## src/include/ddr2_cpu_regs.svh

```systemverilog
`ifndef DDR2_CPU_REGS_SVH
`define DDR2_CPU_REGS_SVH

// word index of each register, taken from address bits 3:1
`define REG_DDR2_PHY_READY 3'd0
`define REG_DDR2_SOFT_ADDR 3'd1
`define REG_DDR2_RESET     3'd2
`define REG_DDR2_BUS_RQST  3'd3
`define REG_DDR2_BUS_GRNTD 3'd4

`endif

```

## src/hw/ddr2_cpu_pkg.sv

```systemverilog
package ddr2_cpu_pkg;

  localparam int WB_DATA_W  = 16;
  localparam int WB_ADDR_W  = 32;
  localparam int WB_SEL_W   = WB_DATA_W / 8;
  localparam int DDR_ADDR_W = 32;

  typedef logic [WB_DATA_W-1:0]  wb_data_t;
  typedef logic [WB_ADDR_W-1:0]  wb_addr_t;
  typedef logic [WB_SEL_W-1:0]   wb_sel_t;   // one bit per byte lane
  typedef logic [DDR_ADDR_W-1:0] ddr_addr_t; // word address, page joined with word index

  // owner code, also read back in the PHY_READY register bits 9:8
  typedef enum logic [1:0] {
    owner_idle   = 2'd0,
    owner_fabric = 2'd1,
    owner_cpu    = 2'd2
  } arb_owner_e;

  typedef enum logic [1:0] {
    init_reset = 2'd0,
    init_calib = 2'd1,
    init_ready = 2'd2
  } init_state_e;

endpackage

```

## src/hw/ddr2_cpu_regs.sv

```systemverilog
`include "ddr2_cpu_regs.svh"

module ddr2_cpu_regs #(
  parameter int SOFT_ADDR_BITS = 8
) (
  input  logic                       wb_clk_i,
  input  logic                       wb_rst_i,
  input  logic                       reg_stb_i,
  input  logic                       wb_we_i,
  input  ddr2_cpu_pkg::wb_sel_t      wb_sel_i,
  input  ddr2_cpu_pkg::wb_addr_t     wb_adr_i,
  input  ddr2_cpu_pkg::wb_data_t     wb_dat_i,
  output ddr2_cpu_pkg::wb_data_t     reg_dat_o,
  output logic                       reg_ack_o,
  output logic [SOFT_ADDR_BITS-1:0]  soft_addr_o,
  input  logic                       phy_ready_i,
  input  ddr2_cpu_pkg::arb_owner_e   arb_owner_i,
  output logic                       ddr2_reset_o,
  output logic                       bus_rqst_o,
  input  logic                       bus_grntd_i
);

  ddr2_cpu_pkg::wb_data_t soft_addr_q;
  logic [2:0]             rd_idx_q;    // word index of the last access
  logic                   ack_q;
  logic                   reset_q;
  logic                   rqst_q;
  logic                   accept;

  assign accept      = reg_stb_i & ~ack_q;
  assign soft_addr_o = soft_addr_q[SOFT_ADDR_BITS-1:0];
  assign reg_ack_o   = ack_q;
  assign ddr2_reset_o = reset_q;
  assign bus_rqst_o  = rqst_q;

  always_ff @(posedge wb_clk_i) begin
    ack_q   <= 1'b0;
    reset_q <= 1'b0; // pulse lasts only the ack cycle
    if (wb_rst_i) begin
      soft_addr_q <= '0;
      rqst_q      <= 1'b0;
    end else if (accept) begin
      ack_q <= 1'b1;
      if (wb_we_i) begin
        case (wb_adr_i[3:1])
          `REG_DDR2_SOFT_ADDR: begin
            if (wb_sel_i[0]) begin
              soft_addr_q[7:0] <= wb_dat_i[7:0];
            end
            if (wb_sel_i[1]) begin
              soft_addr_q[15:8] <= wb_dat_i[15:8];
            end
          end
          `REG_DDR2_RESET: begin
            if (wb_sel_i[0]) begin
              reset_q <= wb_dat_i[0];
            end
          end
          `REG_DDR2_BUS_RQST: begin
            if (wb_sel_i[0]) begin
              rqst_q <= wb_dat_i[0];
            end
          end
          default: begin
          end
        endcase
      end
    end
  end

  always_ff @(posedge wb_clk_i) begin
    if (accept) begin
      rd_idx_q <= wb_adr_i[3:1];
    end
  end

  // readback from the index captured with the strobe
  always_comb begin
    case (rd_idx_q)
      `REG_DDR2_PHY_READY: reg_dat_o = {6'b0, arb_owner_i, 7'b0, phy_ready_i};
      `REG_DDR2_SOFT_ADDR: reg_dat_o = soft_addr_q;
      `REG_DDR2_RESET:     reg_dat_o = '0;
      `REG_DDR2_BUS_RQST:  reg_dat_o = {15'b0, rqst_q};
      `REG_DDR2_BUS_GRNTD: reg_dat_o = {15'b0, bus_grntd_i};
      default:             reg_dat_o = '0;
    endcase
  end

endmodule

```

## src/hw/ddr2_phy_init.sv

```systemverilog
module ddr2_phy_init #(
  parameter int INIT_CYCLES = 16
) (
  input  logic wb_clk_i,
  input  logic wb_rst_i,
  input  logic ddr2_reset_i,
  output logic phy_ready_o
);

  localparam int CNT_W = (INIT_CYCLES > 2) ? $clog2(INIT_CYCLES) : 1;

  ddr2_cpu_pkg::init_state_e state_q;
  logic [CNT_W-1:0]          cnt_q;   // cycles since the last reset event

  // stands in for PHY calibration, restarted by either reset
  always_ff @(posedge wb_clk_i) begin
    if (wb_rst_i || ddr2_reset_i) begin
      state_q <= ddr2_cpu_pkg::init_reset;
      cnt_q   <= '0;
    end else begin
      case (state_q)
        ddr2_cpu_pkg::init_reset: begin
          state_q <= ddr2_cpu_pkg::init_calib;
          cnt_q   <= cnt_q + 1'b1;
        end
        ddr2_cpu_pkg::init_calib: begin
          if (cnt_q == CNT_W'(INIT_CYCLES - 1)) begin
            state_q <= ddr2_cpu_pkg::init_ready; // ready from event + INIT_CYCLES
          end else begin
            cnt_q <= cnt_q + 1'b1;
          end
        end
        default: begin
        end
      endcase
    end
  end

  assign phy_ready_o = (state_q == ddr2_cpu_pkg::init_ready);

endmodule

```

## src/hw/ddr2_bus_arbiter.sv

```systemverilog
module ddr2_bus_arbiter (
  input  logic                     wb_clk_i,
  input  logic                     wb_rst_i,
  input  logic                     phy_ready_i,
  input  logic                     fab_req_i,
  input  logic                     cpu_req_i,
  output logic                     fab_gnt_o,
  output logic                     cpu_gnt_o,
  output ddr2_cpu_pkg::arb_owner_e owner_o,
  input  logic                     fab_cmd_valid_i,
  input  logic                     fab_cmd_rnw_i,
  input  ddr2_cpu_pkg::ddr_addr_t  fab_cmd_addr_i,
  input  ddr2_cpu_pkg::wb_data_t   fab_wr_data_i,
  input  logic                     cpu_cmd_valid_i,
  input  logic                     cpu_cmd_rnw_i,
  input  ddr2_cpu_pkg::ddr_addr_t  cpu_cmd_addr_i,
  input  ddr2_cpu_pkg::wb_data_t   cpu_wr_data_i,
  output logic                     ddr2_cmd_valid_o,
  output logic                     ddr2_cmd_rnw_o,
  output ddr2_cpu_pkg::ddr_addr_t  ddr2_cmd_addr_o,
  output ddr2_cpu_pkg::wb_data_t   ddr2_wr_data_o
);

  ddr2_cpu_pkg::arb_owner_e owner_q;

  always_ff @(posedge wb_clk_i) begin
    if (wb_rst_i || !phy_ready_i) begin
      owner_q <= ddr2_cpu_pkg::owner_idle;
    end else begin
      case (owner_q)
        ddr2_cpu_pkg::owner_idle: begin
          if (fab_req_i) begin
            owner_q <= ddr2_cpu_pkg::owner_fabric; // fabric has priority
          end else if (cpu_req_i) begin
            owner_q <= ddr2_cpu_pkg::owner_cpu;
          end
        end
        ddr2_cpu_pkg::owner_fabric: begin
          if (!fab_req_i) owner_q <= ddr2_cpu_pkg::owner_idle;
        end
        ddr2_cpu_pkg::owner_cpu: begin
          if (!cpu_req_i) owner_q <= ddr2_cpu_pkg::owner_idle;
        end
        default: owner_q <= ddr2_cpu_pkg::owner_idle;
      endcase
    end
  end

  // a falling phy_ready cuts the grant before the state catches up
  assign fab_gnt_o = phy_ready_i && (owner_q == ddr2_cpu_pkg::owner_fabric);
  assign cpu_gnt_o = phy_ready_i && (owner_q == ddr2_cpu_pkg::owner_cpu);
  assign owner_o   = owner_q;

  always_comb begin
    ddr2_cmd_valid_o = 1'b0;
    ddr2_cmd_rnw_o   = 1'b0;
    ddr2_cmd_addr_o  = '0;
    ddr2_wr_data_o   = '0;
    if (fab_gnt_o) begin
      ddr2_cmd_valid_o = fab_cmd_valid_i;
      ddr2_cmd_rnw_o   = fab_cmd_rnw_i;
      ddr2_cmd_addr_o  = fab_cmd_addr_i;
      ddr2_wr_data_o   = fab_wr_data_i;
    end else if (cpu_gnt_o) begin
      ddr2_cmd_valid_o = cpu_cmd_valid_i;
      ddr2_cmd_rnw_o   = cpu_cmd_rnw_i;
      ddr2_cmd_addr_o  = cpu_cmd_addr_i;
      ddr2_wr_data_o   = cpu_wr_data_i;
    end
  end

endmodule

```

## src/hw/ddr2_cpu_window.sv

```systemverilog
module ddr2_cpu_window #(
  parameter int SOFT_ADDR_BITS = 8,
  parameter int WIN_WORD_BITS  = 4
) (
  input  logic                       wb_clk_i,
  input  logic                       wb_rst_i,
  input  logic                       win_stb_i,
  input  logic                       wb_we_i,
  input  ddr2_cpu_pkg::wb_addr_t     wb_adr_i,
  input  ddr2_cpu_pkg::wb_data_t     wb_dat_i,
  output ddr2_cpu_pkg::wb_data_t     win_dat_o,
  output logic                       win_ack_o,
  input  logic [SOFT_ADDR_BITS-1:0]  soft_addr_i,
  input  logic                       granted_i,
  output logic                       cmd_valid_o,
  output logic                       cmd_rnw_o,
  output ddr2_cpu_pkg::ddr_addr_t    cmd_addr_o,
  output ddr2_cpu_pkg::wb_data_t     wr_data_o,
  input  logic                       cmd_ready_i,
  input  logic                       rd_valid_i,
  input  ddr2_cpu_pkg::wb_data_t     rd_data_i
);

  localparam int PAGE_WORD_W = SOFT_ADDR_BITS + WIN_WORD_BITS;

  typedef enum logic [1:0] {
    win_idle = 2'd0,
    win_cmd  = 2'd1,
    win_wait = 2'd2,
    win_ack  = 2'd3
  } win_state_e;

  win_state_e               state_q;
  logic [PAGE_WORD_W-1:0]   page_word;
  logic                     rnw_q;
  ddr2_cpu_pkg::ddr_addr_t  addr_q;
  ddr2_cpu_pkg::wb_data_t   wr_data_q;
  ddr2_cpu_pkg::wb_data_t   rd_data_q;

  assign page_word = {soft_addr_i, wb_adr_i[WIN_WORD_BITS:1]};

  always_ff @(posedge wb_clk_i) begin
    if (wb_rst_i) begin
      state_q <= win_idle;
    end else begin
      case (state_q)
        win_idle: begin
          if (win_stb_i) begin
            state_q <= granted_i ? win_cmd : win_ack; // no grant, ack at once
          end
        end
        win_cmd: begin
          if (!granted_i) begin
            state_q <= win_ack; // grant lost while waiting
          end else if (cmd_ready_i) begin
            state_q <= rnw_q ? win_wait : win_ack;
          end
        end
        win_wait: begin
          if (rd_valid_i) state_q <= win_ack;
        end
        default: state_q <= win_idle;
      endcase
    end
  end

  // command fields and read data
  always_ff @(posedge wb_clk_i) begin
    if (state_q == win_idle && win_stb_i) begin
      rnw_q     <= ~wb_we_i;
      addr_q    <= ddr2_cpu_pkg::ddr_addr_t'(page_word);
      wr_data_q <= wb_dat_i;
      rd_data_q <= '0;
    end else if (state_q == win_wait && rd_valid_i) begin
      rd_data_q <= rd_data_i;
    end
  end

  assign cmd_valid_o = (state_q == win_cmd);
  assign cmd_rnw_o   = rnw_q;
  assign cmd_addr_o  = addr_q;
  assign wr_data_o   = wr_data_q;
  assign win_ack_o   = (state_q == win_ack);
  assign win_dat_o   = rd_data_q;

endmodule

```

## src/hw/ddr2_cpu_interface.sv

```systemverilog
module ddr2_cpu_interface #(
  parameter int SOFT_ADDR_BITS = 8,
  parameter int WIN_WORD_BITS  = 4,
  parameter int INIT_CYCLES    = 16
) (
  input  logic                    wb_clk_i,
  input  logic                    wb_rst_i,
  input  logic                    wb_cyc_i,
  input  logic                    wb_stb_i,
  input  logic                    wb_we_i,
  input  ddr2_cpu_pkg::wb_sel_t   wb_sel_i,
  input  ddr2_cpu_pkg::wb_addr_t  wb_adr_i,
  input  ddr2_cpu_pkg::wb_data_t  wb_dat_i,
  output ddr2_cpu_pkg::wb_data_t  wb_dat_o,
  output logic                    wb_ack_o,
  input  logic                    fab_req_i,
  output logic                    fab_gnt_o,
  input  logic                    fab_cmd_valid_i,
  input  logic                    fab_cmd_rnw_i,
  input  ddr2_cpu_pkg::ddr_addr_t fab_cmd_addr_i,
  input  ddr2_cpu_pkg::wb_data_t  fab_wr_data_i,
  output logic                    ddr2_cmd_valid_o,
  output logic                    ddr2_cmd_rnw_o,
  output ddr2_cpu_pkg::ddr_addr_t ddr2_cmd_addr_o,
  output ddr2_cpu_pkg::wb_data_t  ddr2_wr_data_o,
  input  logic                    ddr2_cmd_ready_i,
  input  logic                    ddr2_rd_valid_i,
  input  ddr2_cpu_pkg::wb_data_t  ddr2_rd_data_i
);

  logic                      win_sel;
  logic                      reg_stb;
  logic                      win_stb;
  ddr2_cpu_pkg::wb_data_t    reg_dat;
  ddr2_cpu_pkg::wb_data_t    win_dat;
  logic                      reg_ack;
  logic                      win_ack;
  logic [SOFT_ADDR_BITS-1:0] soft_addr;
  logic                      phy_ready;
  logic                      ddr2_reset;
  logic                      bus_rqst;
  logic                      bus_grntd;
  ddr2_cpu_pkg::arb_owner_e  owner;
  logic                      cpu_cmd_valid;
  logic                      cpu_cmd_rnw;
  ddr2_cpu_pkg::ddr_addr_t   cpu_cmd_addr;
  ddr2_cpu_pkg::wb_data_t    cpu_wr_data;

  assign win_sel = wb_adr_i[31]; // upper half is the memory window
  assign reg_stb = wb_cyc_i & wb_stb_i & ~win_sel;
  assign win_stb = wb_cyc_i & wb_stb_i & win_sel;

  assign wb_ack_o = win_sel ? win_ack : reg_ack;
  assign wb_dat_o = win_sel ? win_dat : reg_dat;

  ddr2_cpu_regs #(.SOFT_ADDR_BITS(SOFT_ADDR_BITS)) u_regs (
    .wb_clk_i, .wb_rst_i, .reg_stb_i(reg_stb), .wb_we_i, .wb_sel_i, .wb_adr_i, .wb_dat_i,
    .reg_dat_o(reg_dat), .reg_ack_o(reg_ack), .soft_addr_o(soft_addr),
    .phy_ready_i(phy_ready), .arb_owner_i(owner), .ddr2_reset_o(ddr2_reset),
    .bus_rqst_o(bus_rqst), .bus_grntd_i(bus_grntd)
  );

  ddr2_phy_init #(.INIT_CYCLES(INIT_CYCLES)) u_phy_init (
    .wb_clk_i, .wb_rst_i, .ddr2_reset_i(ddr2_reset), .phy_ready_o(phy_ready)
  );

  ddr2_bus_arbiter u_arbiter (
    .wb_clk_i, .wb_rst_i, .phy_ready_i(phy_ready),
    .fab_req_i, .cpu_req_i(bus_rqst), .fab_gnt_o, .cpu_gnt_o(bus_grntd), .owner_o(owner),
    .fab_cmd_valid_i, .fab_cmd_rnw_i, .fab_cmd_addr_i, .fab_wr_data_i,
    .cpu_cmd_valid_i(cpu_cmd_valid), .cpu_cmd_rnw_i(cpu_cmd_rnw),
    .cpu_cmd_addr_i(cpu_cmd_addr), .cpu_wr_data_i(cpu_wr_data),
    .ddr2_cmd_valid_o, .ddr2_cmd_rnw_o, .ddr2_cmd_addr_o, .ddr2_wr_data_o
  );

  ddr2_cpu_window #(
    .SOFT_ADDR_BITS(SOFT_ADDR_BITS),
    .WIN_WORD_BITS (WIN_WORD_BITS)
  ) u_window (
    .wb_clk_i, .wb_rst_i, .win_stb_i(win_stb), .wb_we_i, .wb_adr_i, .wb_dat_i,
    .win_dat_o(win_dat), .win_ack_o(win_ack), .soft_addr_i(soft_addr),
    .granted_i(bus_grntd), .cmd_valid_o(cpu_cmd_valid), .cmd_rnw_o(cpu_cmd_rnw),
    .cmd_addr_o(cpu_cmd_addr), .wr_data_o(cpu_wr_data),
    .cmd_ready_i(ddr2_cmd_ready_i), .rd_valid_i(ddr2_rd_valid_i), .rd_data_i(ddr2_rd_data_i)
  );

endmodule

```

## config.mk

```make
export PLATFORM = sky130hd
export DESIGN_NAME = ddr2_cpu_interface
export DESIGN_NICKNAME = d
export VERILOG_FILES = /design/src/hw/ddr2_cpu_pkg.sv /design/src/hw/ddr2_cpu_regs.sv /design/src/hw/ddr2_phy_init.sv /design/src/hw/ddr2_bus_arbiter.sv /design/src/hw/ddr2_cpu_window.sv /design/src/hw/ddr2_cpu_interface.sv
export VERILOG_INCLUDE_DIRS = /design/src /design/src/include
export SDC_FILE = /design/constraint.sdc
export NUM_CORES = 1
export LEC_CHECK = 0
export ABC_CLOCK_PERIOD_IN_PS = 2400
export BUFFER_PORTS_ARGS = -buffer_cell sky130_fd_sc_hd__buf_2
export CORE_ASPECT_RATIO = 0.7
export CORE_MARGIN = 2
export CORE_UTILIZATION = 45
export DETAILED_ROUTE_END_ITERATION = 8
export GPL_TIMING_DRIVEN = 0
export PLACE_DENSITY = 0.8
export SLEW_MARGIN = 20
export SYNTH_ARGS = -nofsm -noshare
export SYNTH_HDL_FRONTEND = slang
export SYNTH_HIERARCHICAL = 1
export SYNTH_SLANG_ARGS = --single-unit
```

## constraint.sdc

```tcl
create_clock -name wb_clk_i -period 2.4 [get_ports wb_clk_i]
set_input_delay 0.6 -clock wb_clk_i [delete_from_list [all_inputs] [get_ports wb_clk_i]]
set_output_delay 0.6 -clock wb_clk_i [all_outputs]
set_load 0.005 [all_outputs]
```

# Word level (Yosys, flattened, before mapping)
# Index checks and enable logic that the tools add are counted.
[classes]
n_reduce_logical = 20
bitwise_logic = 10
mux = 28
add_sub_neg = 1
eq_ne = 22
[op_table]
columns = ["operator", "count"]
rows = [
  ["16-bit case mux with 4 select lines", 1],
  ["16-bit two-way mux", 3],
  ["32-bit two-way mux", 1],
  ["2-bit two-way mux", 10],
  ["12-bit two-way mux", 1],
  ["2-bit case mux with 3 select lines", 2],
  ["4-bit AND reduction", 3],
  ["3-bit by 2-bit == test with 1-bit output, second input constant", 3],
  ["2-bit == test, second input constant", 4],
  ["2-bit inequality test, second input constant", 4],
  ["4-bit case mux with 2 select lines", 1],
  ["1-bit two-way mux", 7],
  ["2-bit by 1-bit == test with 1-bit output, second input constant", 3],
  ["3-bit by 1-bit == test with 1-bit output, second input constant", 2],
  ["2-bit logical NOT", 3],
  ["3-bit inequality test, second input constant", 2],
  ["1-bit inverter", 6],
  ["3-bit AND reduction", 2],
  ["5-bit OR reduction", 1],
  ["4-bit by 1-bit adder with 4-bit output, second input constant", 1],
  ["1-bit AND", 4],
  ["4-bit == test, second input constant", 1],
  ["1-bit logical AND", 4],
  ["4-bit two-way mux", 1],
  ["other kinds (8)", 11],
]
[totals]
in_bits = 124
elab_cells = 95
ff_bits = 77
output_inout_bits = 68

# Longest topological paths before layout
# Gate-level depths: netlist of the first run.
[depth]
ltp_word = 5
ltp_mapped = 7
mapped_depth_nobuf = 6

# By module
# Netlist of the first run, hierarchy kept.
[by_module_without_submodules]
columns = ["mod", "seq_area_each_um2", "area_each_um2", "cells_per_inst", "n_inst"]
rows = [
  ["ddr2_cpu_window", 1231.2, 1784.2, 146, 1],
  ["ddr2_bus_arbiter", 40.0, 1312.5, 183, 1],
  ["ddr2_cpu_regs", 470.5, 1179.9, 119, 1],
  ["ddr2_cpu_interface", 0.0, 270.3, 21, 1],
  ["ddr2_phy_init", 120.1, 267.8, 26, 1],
]

# Worst setup path after synthesis of the first run
# OpenSTA, ideal clock, no wires.
[synth_timing]
kind = "reg-to-output"
startpoint = "register u_phy_init.state_q[1]"
endpoint = "output wb_dat_o[0]"
t_required_ps = 1800
setup_slack_ps = 104
path_stages_with_launch = 8
arrival_ps = 1696
path_buffers = 1
cell_sequence = "dfxtp_1 nor2b_1 buf_6 nor3b_1 mux2i_1 a2bb2oi_1 o21ai_0 mux2_2"
[synth_between]
elab_chain_len = 4
[synth_lines]
columns = ["element", "line_no", "rtl"]
rows = [
  ["start, declared", "ddr2_phy_init.sv:12", "ddr2_cpu_pkg::init_state_e state_q;"],
  ["start signal, assigned", "ddr2_phy_init.sv:18", "state_q <= ddr2_cpu_pkg::init_reset;"],
  ["start signal, assigned", "ddr2_phy_init.sv:23", "state_q <= ddr2_cpu_pkg::init_calib;"],
  ["start signal, assigned", "ddr2_phy_init.sv:28", "state_q <= ddr2_cpu_pkg::init_ready;"],
  ["2-bit == test", "ddr2_phy_init.sv:39", "assign phy_ready_o = (state_q == ddr2_cpu_pkg::init_ready);"],
  ["via phy_ready", "ddr2_cpu_interface.sv:39", "logic phy_ready;"],
  ["1-bit logical AND", "ddr2_bus_arbiter.sv:51", "assign cpu_gnt_o = phy_ready_i && (owner_q == ddr2_cpu_pkg::owner_cpu);"],
  ["via bus_grntd", "ddr2_cpu_interface.sv:42", "logic bus_grntd;"],
  ["16-bit case mux with 4 select lines", "ddr2_cpu_regs.sv:79", "case (rd_idx_q)"],
  ["via reg_dat[0]", "ddr2_cpu_interface.sv:34", "ddr2_cpu_pkg::wb_data_t reg_dat;"],
  ["16-bit two-way mux", "ddr2_cpu_interface.sv:54", "assign wb_dat_o = win_sel ? win_dat : reg_dat;"],
  ["end, declared", "ddr2_cpu_interface.sv:14", "output ddr2_cpu_pkg::wb_data_t wb_dat_o,"],
]
# The timed path passes the listed nets, and every way through them passes these cells.

# Worst setup path after layout of the first run
# Ends and elaborated chain as after synthesis.

==> reports/qor_table.md, run 1 <==
| Result | Value |
|:---|:---|
| Time the final worst path needs with I/O delays and setup | 2.48 ns |
| Area share of the largest cell type after synthesis | 0.200 |
| Setup slack after placement | -0.742 ns |
| Final critical-path share of the clock period | 1.03 |
| Largest fanout on the critical path | 2 |
| Net count, final | 827 |
| Data arrival, critical path | 1.88 ns |
| Final number of setup-violating endpoints | 1 |
| Effective utilization at floorplan | 0.463 |
| Area of the die | 0.0116 mm^2 |
| Final estimated routing congestion in global placement | 0.866 |
| Number of design rule violations left after detail routing | 0 |
| Tightest slew margin relative to the limit | 0.417 |
| Status | finished, violations left |
| Required time of the critical path | 1.80 ns |
| Category of the worst setup path capture point | primary output |
| Most repeated library cell on the critical path | buf_6 |
| Finished Core Util | 0.608 |
| Die outline width | 128 um |
| Worst Setup Start Kind | flip-flop |
| Wire length of the first global-routing pass | 19000 um |
| Setup clock skew after layout | 0.00456 ns |
| Syn. warnings | 6 |
| Height of the chip | 90.5 um |
| Cell with the largest stage delay on the worst path | dfxtp_2 |
| Number of pins exceeding their max-slew limit in the final report | 0 |
| Most area-hungry cell type in the Yosys netlist | edfxtp_1 |
| Final std cell area, no fill | 0.00632 mm^2 |
| Mean cell area of the mapped netlist | 9.73 um^2 |
| Clock-pin transition on the worst setup and hold timing paths | 0.06 ns |
| Overall fraction of global-route tracks in use | 0.207 |
| # clock sinks | 77 |
| Number of cells produced by synthesis | 495 |
| Sequential element share of the synthesized area | 0.387 |
| Antenna violations before repair | 0 |
| Number of H-tree branching levels | 3 |
| Buffer type at the clock tree root | clkbuf_16 |
| Distinct cells, synth | 50 |
| Async set or reset register ratio after synthesis | 0 |
| Unrepaired setup endpoints after global routing | yes |
| IO Count | 192 |
| Number of global-route vias before repair | 3833 |
| Dominant register cell in the synthesized netlist | dfxtp_1 |
| Placed Instance Area | 0.00587 mm^2 |
| Number of buffers on the longest clock path | 2 |
| Cell family contributing the most delay on the critical path | multiplexers |
| Worst-Margin Slew | 0.875 ns |
| Routed len/inst | 14.7 um |
| Failing checks | negative setup slack |
| Area Growth Syn to Fin | 31.2% |
| Gr ovfl total | 0 |
| Largest stage delay, worst path | 0.32 ns |
| Fraction of final layout cells with drive strength greater than 1 | 0.472 |
| Number of synthesized flops with an enable pin | 32 |
| Highest Clock Rate | 403 MHz |
| Hold bufs inserted after CTS | 0 |
| Antenna fix cells | 0 |
| Hold Fails Final Rpt | 0 |
| Clock tree from TritonCTS | built |
| Leakage power | 2.61 nW |
| Maxcap violations | 0 |
| Rows | 31 |
| Worst skew pair latency | 0.33 ns |
| Worst hold path type | input pin to flip-flop |
| Number of register bits inferred by synthesis | 77 |
| Via Count | 4042 |
| Leading post-synthesis cells by cell area | edfxtp_1, dfxtp_1, o22ai_2 |
| Most frequent cells in the layout | buf_2, nand2_1, o22ai_2, buf_4, dfxtp_1 |
| Post-route worst setup slack | -0.0806 ns |
| Placeable core region | 0.0104 mm^2 |
| Number of buffer and inverter stages on the critical path | 2 |
| Final ANT Viol Nets | 0 |
| First DRT Iteration DRCs | 131 |
| Worst-case vdd ir drop | 0.445 mV |
| Detailed-placement wirelength estimate | 9230 um |
| Commonest non-fill, non-tap cell in the layout | buf_2 |
| Pin count of the biggest net entering global routing | 39 |
| Number of buffers created by CTS | 9 |
| Synth Cell Area | 0.00481 mm^2 |
| Port buffer count | 163 |
| Cells traversed along the worst timing path | nor2b_4 -> buf_6 -> nor3b_4 -> mux2i_1 -> a2bb2oi_2 -> o21ai_2 -> mux2_4 -> buf_6 |
| Pre-Repair DR Iteration Count | 5 |
| Power per standard cell area | 572 mW/mm^2 |
| DR vias/cell | 4.85 |
| Total detailed-routing wirelength | 12300 um |
| Setup Crit Path Kind | flip-flop to primary output |
-- power by group --
group / switching [mW] / internal, mW / leakage (nW) / total [mW]
Clock: 0.505 / 0.891 / 0.157 / 1.40
Combinational: 0.303 / 0.325 / 1.79 / 0.629
Sequential: 0.0779 / 1.51 / 0.663 / 1.59
Total: 0.886 / 2.73 / 2.61 / 3.61
-- kinds of logic after synthesis --
kind of cell / synth area share
flip-flops: 0.387
AND/OR/NAND/NOR: 0.227
adder cells (fa/ha/maj): 0.0156
XOR/XNOR: 0.00182
other: 0.000779
AO/OA/AOI/OAI: 0.170
buffers and inverters: 0.110
multiplexers: 0.0876
-- what timing repair did --
action                     4_1_cts  5_1_grt
pin swaps                        1        2
buffers inserted                 4        6
resized for setup                9       18
setup endpoints to repair       64       46
-- worst reg2reg max path, cell delays in order (launching register included) --
cell and delay (ns):
dfxtp_1 0.36, inv_1 0.10, ha_1 0.23, and2_1 0.14, buf_2 0.18, buf_2 0.72
-- registers in the layout, summed over array words and instances (netlist names), 2 cells and up --
| name | flops |
|---|---|
| u_phy_init/state_q | 2 |
| u_window/state_q | 2 |
| u_window/wr_data_o | 16 |
| u_phy_init/cnt_q | 4 |
| u_regs/soft_addr_q | 16 |
| u_window/cmd_addr_o | 12 |
| u_window/win_dat_o | 16 |
| u_regs/rd_idx_q | 3 |
| u_arbiter/owner_o | 2 |
-- area by class of cell --
cell class / instances / area (um^2)
plain buffers: 63 / 532
flip-flops and latches: 77 / 1870
repair buffers: 172 / 890
well taps: 132 / 165
multi-input cells: 368 / 2530
inverters: 6 / 22.5
clock inverters: 4 / 45.0
clock buffers: 12 / 268
fillers: 846 / 4080
-- path summary, 6_finish.rpt --
kind                                                    startpoint                                  to  slack (ns)  depth (start not counted)
worst max-delay path            u_phy_init/state_q[1]$_SDFFE_PP0P_                         wb_dat_o[0]       -0.08                          8
worst max register to register    u_window/state_q[0]$_SDFFE_PP0P_   u_window/cmd_addr_o[10]$_DFFE_PP_        0.28                          5
worst min-delay path                                   wb_adr_i[4]    u_window/cmd_addr_o[3]$_DFFE_PP_        0.45                          1
worst min register to register  u_window/win_dat_o[5]$_SDFFE_PP0P_  u_window/win_dat_o[5]$_SDFFE_PP0P_        0.45                          2
-- synthesized netlist by cell type, types with 2 or more instances --
master / number
ha_1: 6
nand3_1: 2
dfxtp_1: 45
a31oi_1: 2
nand2_1: 140
buf_4: 34
nor3b_1: 2
nor2b_1: 6
buf_12: 6
o22ai_2: 50
and3_1: 2
mux2i_1: 20
nand2b_1: 34
inv_1: 5
nor3_1: 3
o21ai_0: 2
buf_6: 4
a21oi_1: 20
mux2_2: 9
clkbuf_1: 5
edfxtp_1: 32
or3_1: 2
buf_2: 14
and2_1: 14
nor2_1: 4
mux2_4: 8
-- per-stage QoR --
stage,total power [mW],hold slack [ns],TNS (ns),instances
6_report,3.61,0.449,-0.0806,834
5_1_grt,3.79,0.435,-0.188,834
4_1_cts,3.62,0.434,-0.549,829
3_5_place_dp,2.23,0.447,-3.56,809
3_3_place_gp,2.19,0.438,-2.06,809
2_1_floorplan,2.00,0.433,0,514
-- metal layers --
metal / track usage / vias up / share of wire
met1: 0.270 / 1822 / 0.46
met2: 0.357 / 152 / 0.46
met4: 0.0458 / 0 / 0.0079
li1: - / 2058 / -
met3: 0.0397 / 10 / 0.063
met5: 0 / - / 0
Power figures use the tool's default switching activity.
==> inputs of run 2 (changes only) <==
CELL_PAD_IN_SITES_DETAIL_PLACEMENT = 1   (was default)
CELL_PAD_IN_SITES_GLOBAL_PLACEMENT = 1   (was default)
CORE_UTILIZATION = 33   (was 45)
MAX_ROUTING_LAYER = met4   (was default)
==> run 2 against run 1 <==
Effect of this change: the run still ends with negative setup slack left; clock-buffer cell count shrank 2; critical path depth is the same; routed wire length grew 21%; cell count grew 7.1%; critical path type unchanged; critical endpoint unchanged.
==> reports/qor_table.md, run 2 (synthesis gave the netlist of run 1 again) <==
| Result | Value | Delta |
|:---|:---|:---|
| Pin count of the biggest net entering global routing | 39 | unchanged |
| Worst-Margin Slew | 0.916 ns | was 0.875 ns |
| First DRT Iteration DRCs | 96 | was 131 |
| Worst hold path type | input pin to flip-flop | unchanged |
| Category of the worst setup path capture point | primary output | unchanged |
| Cell count of the worst hold path | 1 | unchanged |
| Tightest slew margin relative to the limit | 0.389 | was 0.417 |
| Commonest non-fill, non-tap cell in the layout | buf_2 | unchanged |
| Failing checks | negative setup slack | unchanged |
| Area Growth Syn to Fin | 33.4% | was 31.2% |
| Fraction of final layout cells with drive strength greater than 1 | 0.470 | was 0.472 |
| DR vias/cell | 4.63 | was 4.85 |
| Pre-Repair DR Iteration Count | 4 | was 5 |
| Wire length of the first global-routing pass | 22900 um | was 19000 um |
| Count of cells along the worst register-to-register path | 5 | unchanged |
| Worst Setup Start Kind | flip-flop | unchanged |
| Total negative slack for setup checks | -0.100 ns | was -0.0806 ns |
| Startpoint of the worst hold path | wb_adr_i[4] | unchanged |
| Data arrival, critical path | 1.90 ns | was 1.88 ns |
| Capture instance of the worst register-to-register path | u_window/cmd_addr_o[9]$_DFFE_PP_ | was u_window/cmd_addr_o[10]$_DFFE_PP_ |
| Clock-pin transition on the worst setup and hold timing paths | 0.06 ns | about the same |
| Height of the chip | 105 um | was 90.5 um |
| Maxcap violations | 0 | unchanged |
| Final critical-path share of the clock period | 1.04 | was 1.03 |
| Required time of the critical path | 1.80 ns | about the same |
| Effective utilization at floorplan | 0.341 | was 0.463 |
| Post-route worst setup slack | -0.100 ns | was -0.0806 ns |
| Worst skew pair latency | 0.34 ns | was 0.33 ns |
| Number of global-route vias before repair | 4379 | was 3833 |
| Fin Hold WS | 0.435 ns | was 0.449 ns |
| Rows | 36 | was 31 |
| Most repeated library cell on the critical path | buf_6 | unchanged |
| Port buffer count | 163 | unchanged |
| Gr ovfl total | 0 | unchanged |
| Detailed-placement wirelength estimate | 11200 um | was 9230 um |
| Largest stage delay, worst path | 0.32 ns | about the same |
| Number of H-tree branching levels | 3 | unchanged |
| Placeable core region | 0.0141 mm^2 | was 0.0104 mm^2 |
| Routed len/inst | 16.6 um | was 14.7 um |
| Cell count after placement | 867 | was 809 |
| Buffer type at the clock tree root | clkbuf_16 | unchanged |
| Number of pins exceeding their max-slew limit in the final report | 0 | unchanged |
| Cell family contributing the most delay on the critical path | multiplexers | unchanged |
| Time the final worst path needs with I/O delays and setup | 2.50 ns | was 2.48 ns |
| Hold Fails Final Rpt | 0 | unchanged |
| Setup slack after placement | -0.997 ns | was -0.742 ns |
| Total detailed-routing wirelength | 14800 um | was 12300 um |
| Final number of setup-violating endpoints | 1 | unchanged |
| Via Count | 4134 | was 4042 |
| Most frequent cells in the layout | buf_2, nand2_1, o22ai_2, buf_4, dfxtp_1 | unchanged |
| Power per standard cell area | 578 mW/mm^2 | was 572 mW/mm^2 |
| Number of design rule violations left after detail routing | 0 | unchanged |
| Cell with the largest stage delay on the worst path | dfxtp_2 | unchanged |
| Area of the die | 0.0156 mm^2 | was 0.0116 mm^2 |
| Number of buffers on the longest clock path | 2 | unchanged |
| Reg2reg start | u_window/state_q[0]$_SDFFE_PP0P_ | unchanged |
| Overall fraction of global-route tracks in use | 0.194 | was 0.207 |
| Clock tree from TritonCTS | built | unchanged |
| Unrepaired setup endpoints after global routing | yes | unchanged |
| Net count, final | 827 | unchanged |
| Setup Crit Path Kind | flip-flop to primary output | unchanged |
| Setup clock skew after layout | 0.00500 ns | was 0.00456 ns |
| Final ANT Viol Nets | 0 | unchanged |
| Final estimated routing congestion in global placement | 0.841 | was 0.866 |
| # clock sinks | 77 | unchanged |
| Number of buffers created by CTS | 9 | unchanged |
| Number of buffer and inverter stages on the critical path | 2 | unchanged |
| Hold worst-path end | u_window/cmd_addr_o[3]$_DFFE_PP_ | unchanged |
| Leakage power | 2.61 nW | about the same |
| Worst-case register-to-register setup slack | 0.18 ns | was 0.28 ns |
| Status | finished, violations left | unchanged |
| Highest Clock Rate | 400 MHz | was 403 MHz |
| Antenna violations before repair | 0 | unchanged |
| Largest fanout on the critical path | 2 | unchanged |
| Die outline width | 148 um | was 128 um |
| Worst-case vdd ir drop | 0.370 mV | was 0.445 mV |
| IO Count | 192 | unchanged |
| Cells traversed along the worst timing path | nor2b_4 -> buf_6 -> nor3b_4 -> mux2i_1 -> a2bb2oi_2 -> o21ai_2 -> mux2_4 -> buf_6 | unchanged |
| Layout Cells excl Fill | 893 | was 834 |
run 2: cell types whose count changed in the layout (fill, tap and decap cells not counted), sizes merged:
cell / change
clkinv: -1
bufinv: +1
diode: +1
buf: +3
clkbuf: -5
clkinvlp: +2
run 2: how the worst max path moves through the flow:
stage / startpoint / slack, ns / cells past startpoint / to
floorplan: u_phy_init/state_q[1]$_SDFFE_PP0P_ / 0.10 / 7 / wb_dat_o[0]
global placement: u_phy_init/state_q[1]$_SDFFE_PP0P_ / -0.94 / 8 / wb_dat_o[0]
detailed placement: u_phy_init/state_q[1]$_SDFFE_PP0P_ / -1.0 / 8 / wb_dat_o[0]
CTS: u_phy_init/state_q[1]$_SDFFE_PP0P_ / -0.14 / 8 / wb_dat_o[0]
global route: u_phy_init/state_q[1]$_SDFFE_PP0P_ / -0.20 / 8 / wb_dat_o[0]
finish: u_phy_init/state_q[1]$_SDFFE_PP0P_ / -0.10 / 8 / wb_dat_o[0]
run 2: layout make-up:
| cell class | count | area, um^2 |
|---|---|---|
| Multi-Input combinational cell | 368 | 2540 |
| Fill cell | 1676 | 7680 |
| Timing Repair Buffer | 172 | 890 |
| Tap cell | 190 | 238 |
| Antenna cell | 1 | 2.50 |
| Buffer | 63 | 551 |
| Inverter | 6 | 22.5 |
| Clock inverter | 6 | 87.6 |
| Sequential cell | 77 | 1870 |
| Clock buffer | 10 | 229 |
run 2: metrics by stage:
step	power, mW	area, um^2	utilization
2_1_floorplan	2.00	4890	-
3_3_place_gp	2.20	5940	0.421
3_5_place_dp	2.27	5940	0.421
4_1_cts	3.73	6370	0.452
5_1_grt	3.89	6420	0.455
6_report	3.71	6420	0.456
run 2: layer usage:
metal,vias to the layer above,share of wire,track usage
met3,14,0.056,0.0445
met2,134,0.48,0.329
met5,-,0,-
li1,2053,-,-
met1,1933,0.45,0.236
met4,0,0.012,0.0456
run 2: timing repair:
item                       in CTS  in global routing
hold buffers                    0                  0
resized for setup              14                 22
buffers inserted                8                  1
pin swaps                       1                  2
setup endpoints to repair      64                 59
run 2: where the power goes:
part | switching [mW] | internal (mW) | leakage (nW)
Sequential | 0.0820 | 1.51 | 0.663
Clock | 0.541 | 0.909 | 0.146
Combinational | 0.341 | 0.330 | 1.80
Total | 0.964 | 2.75 | 2.61
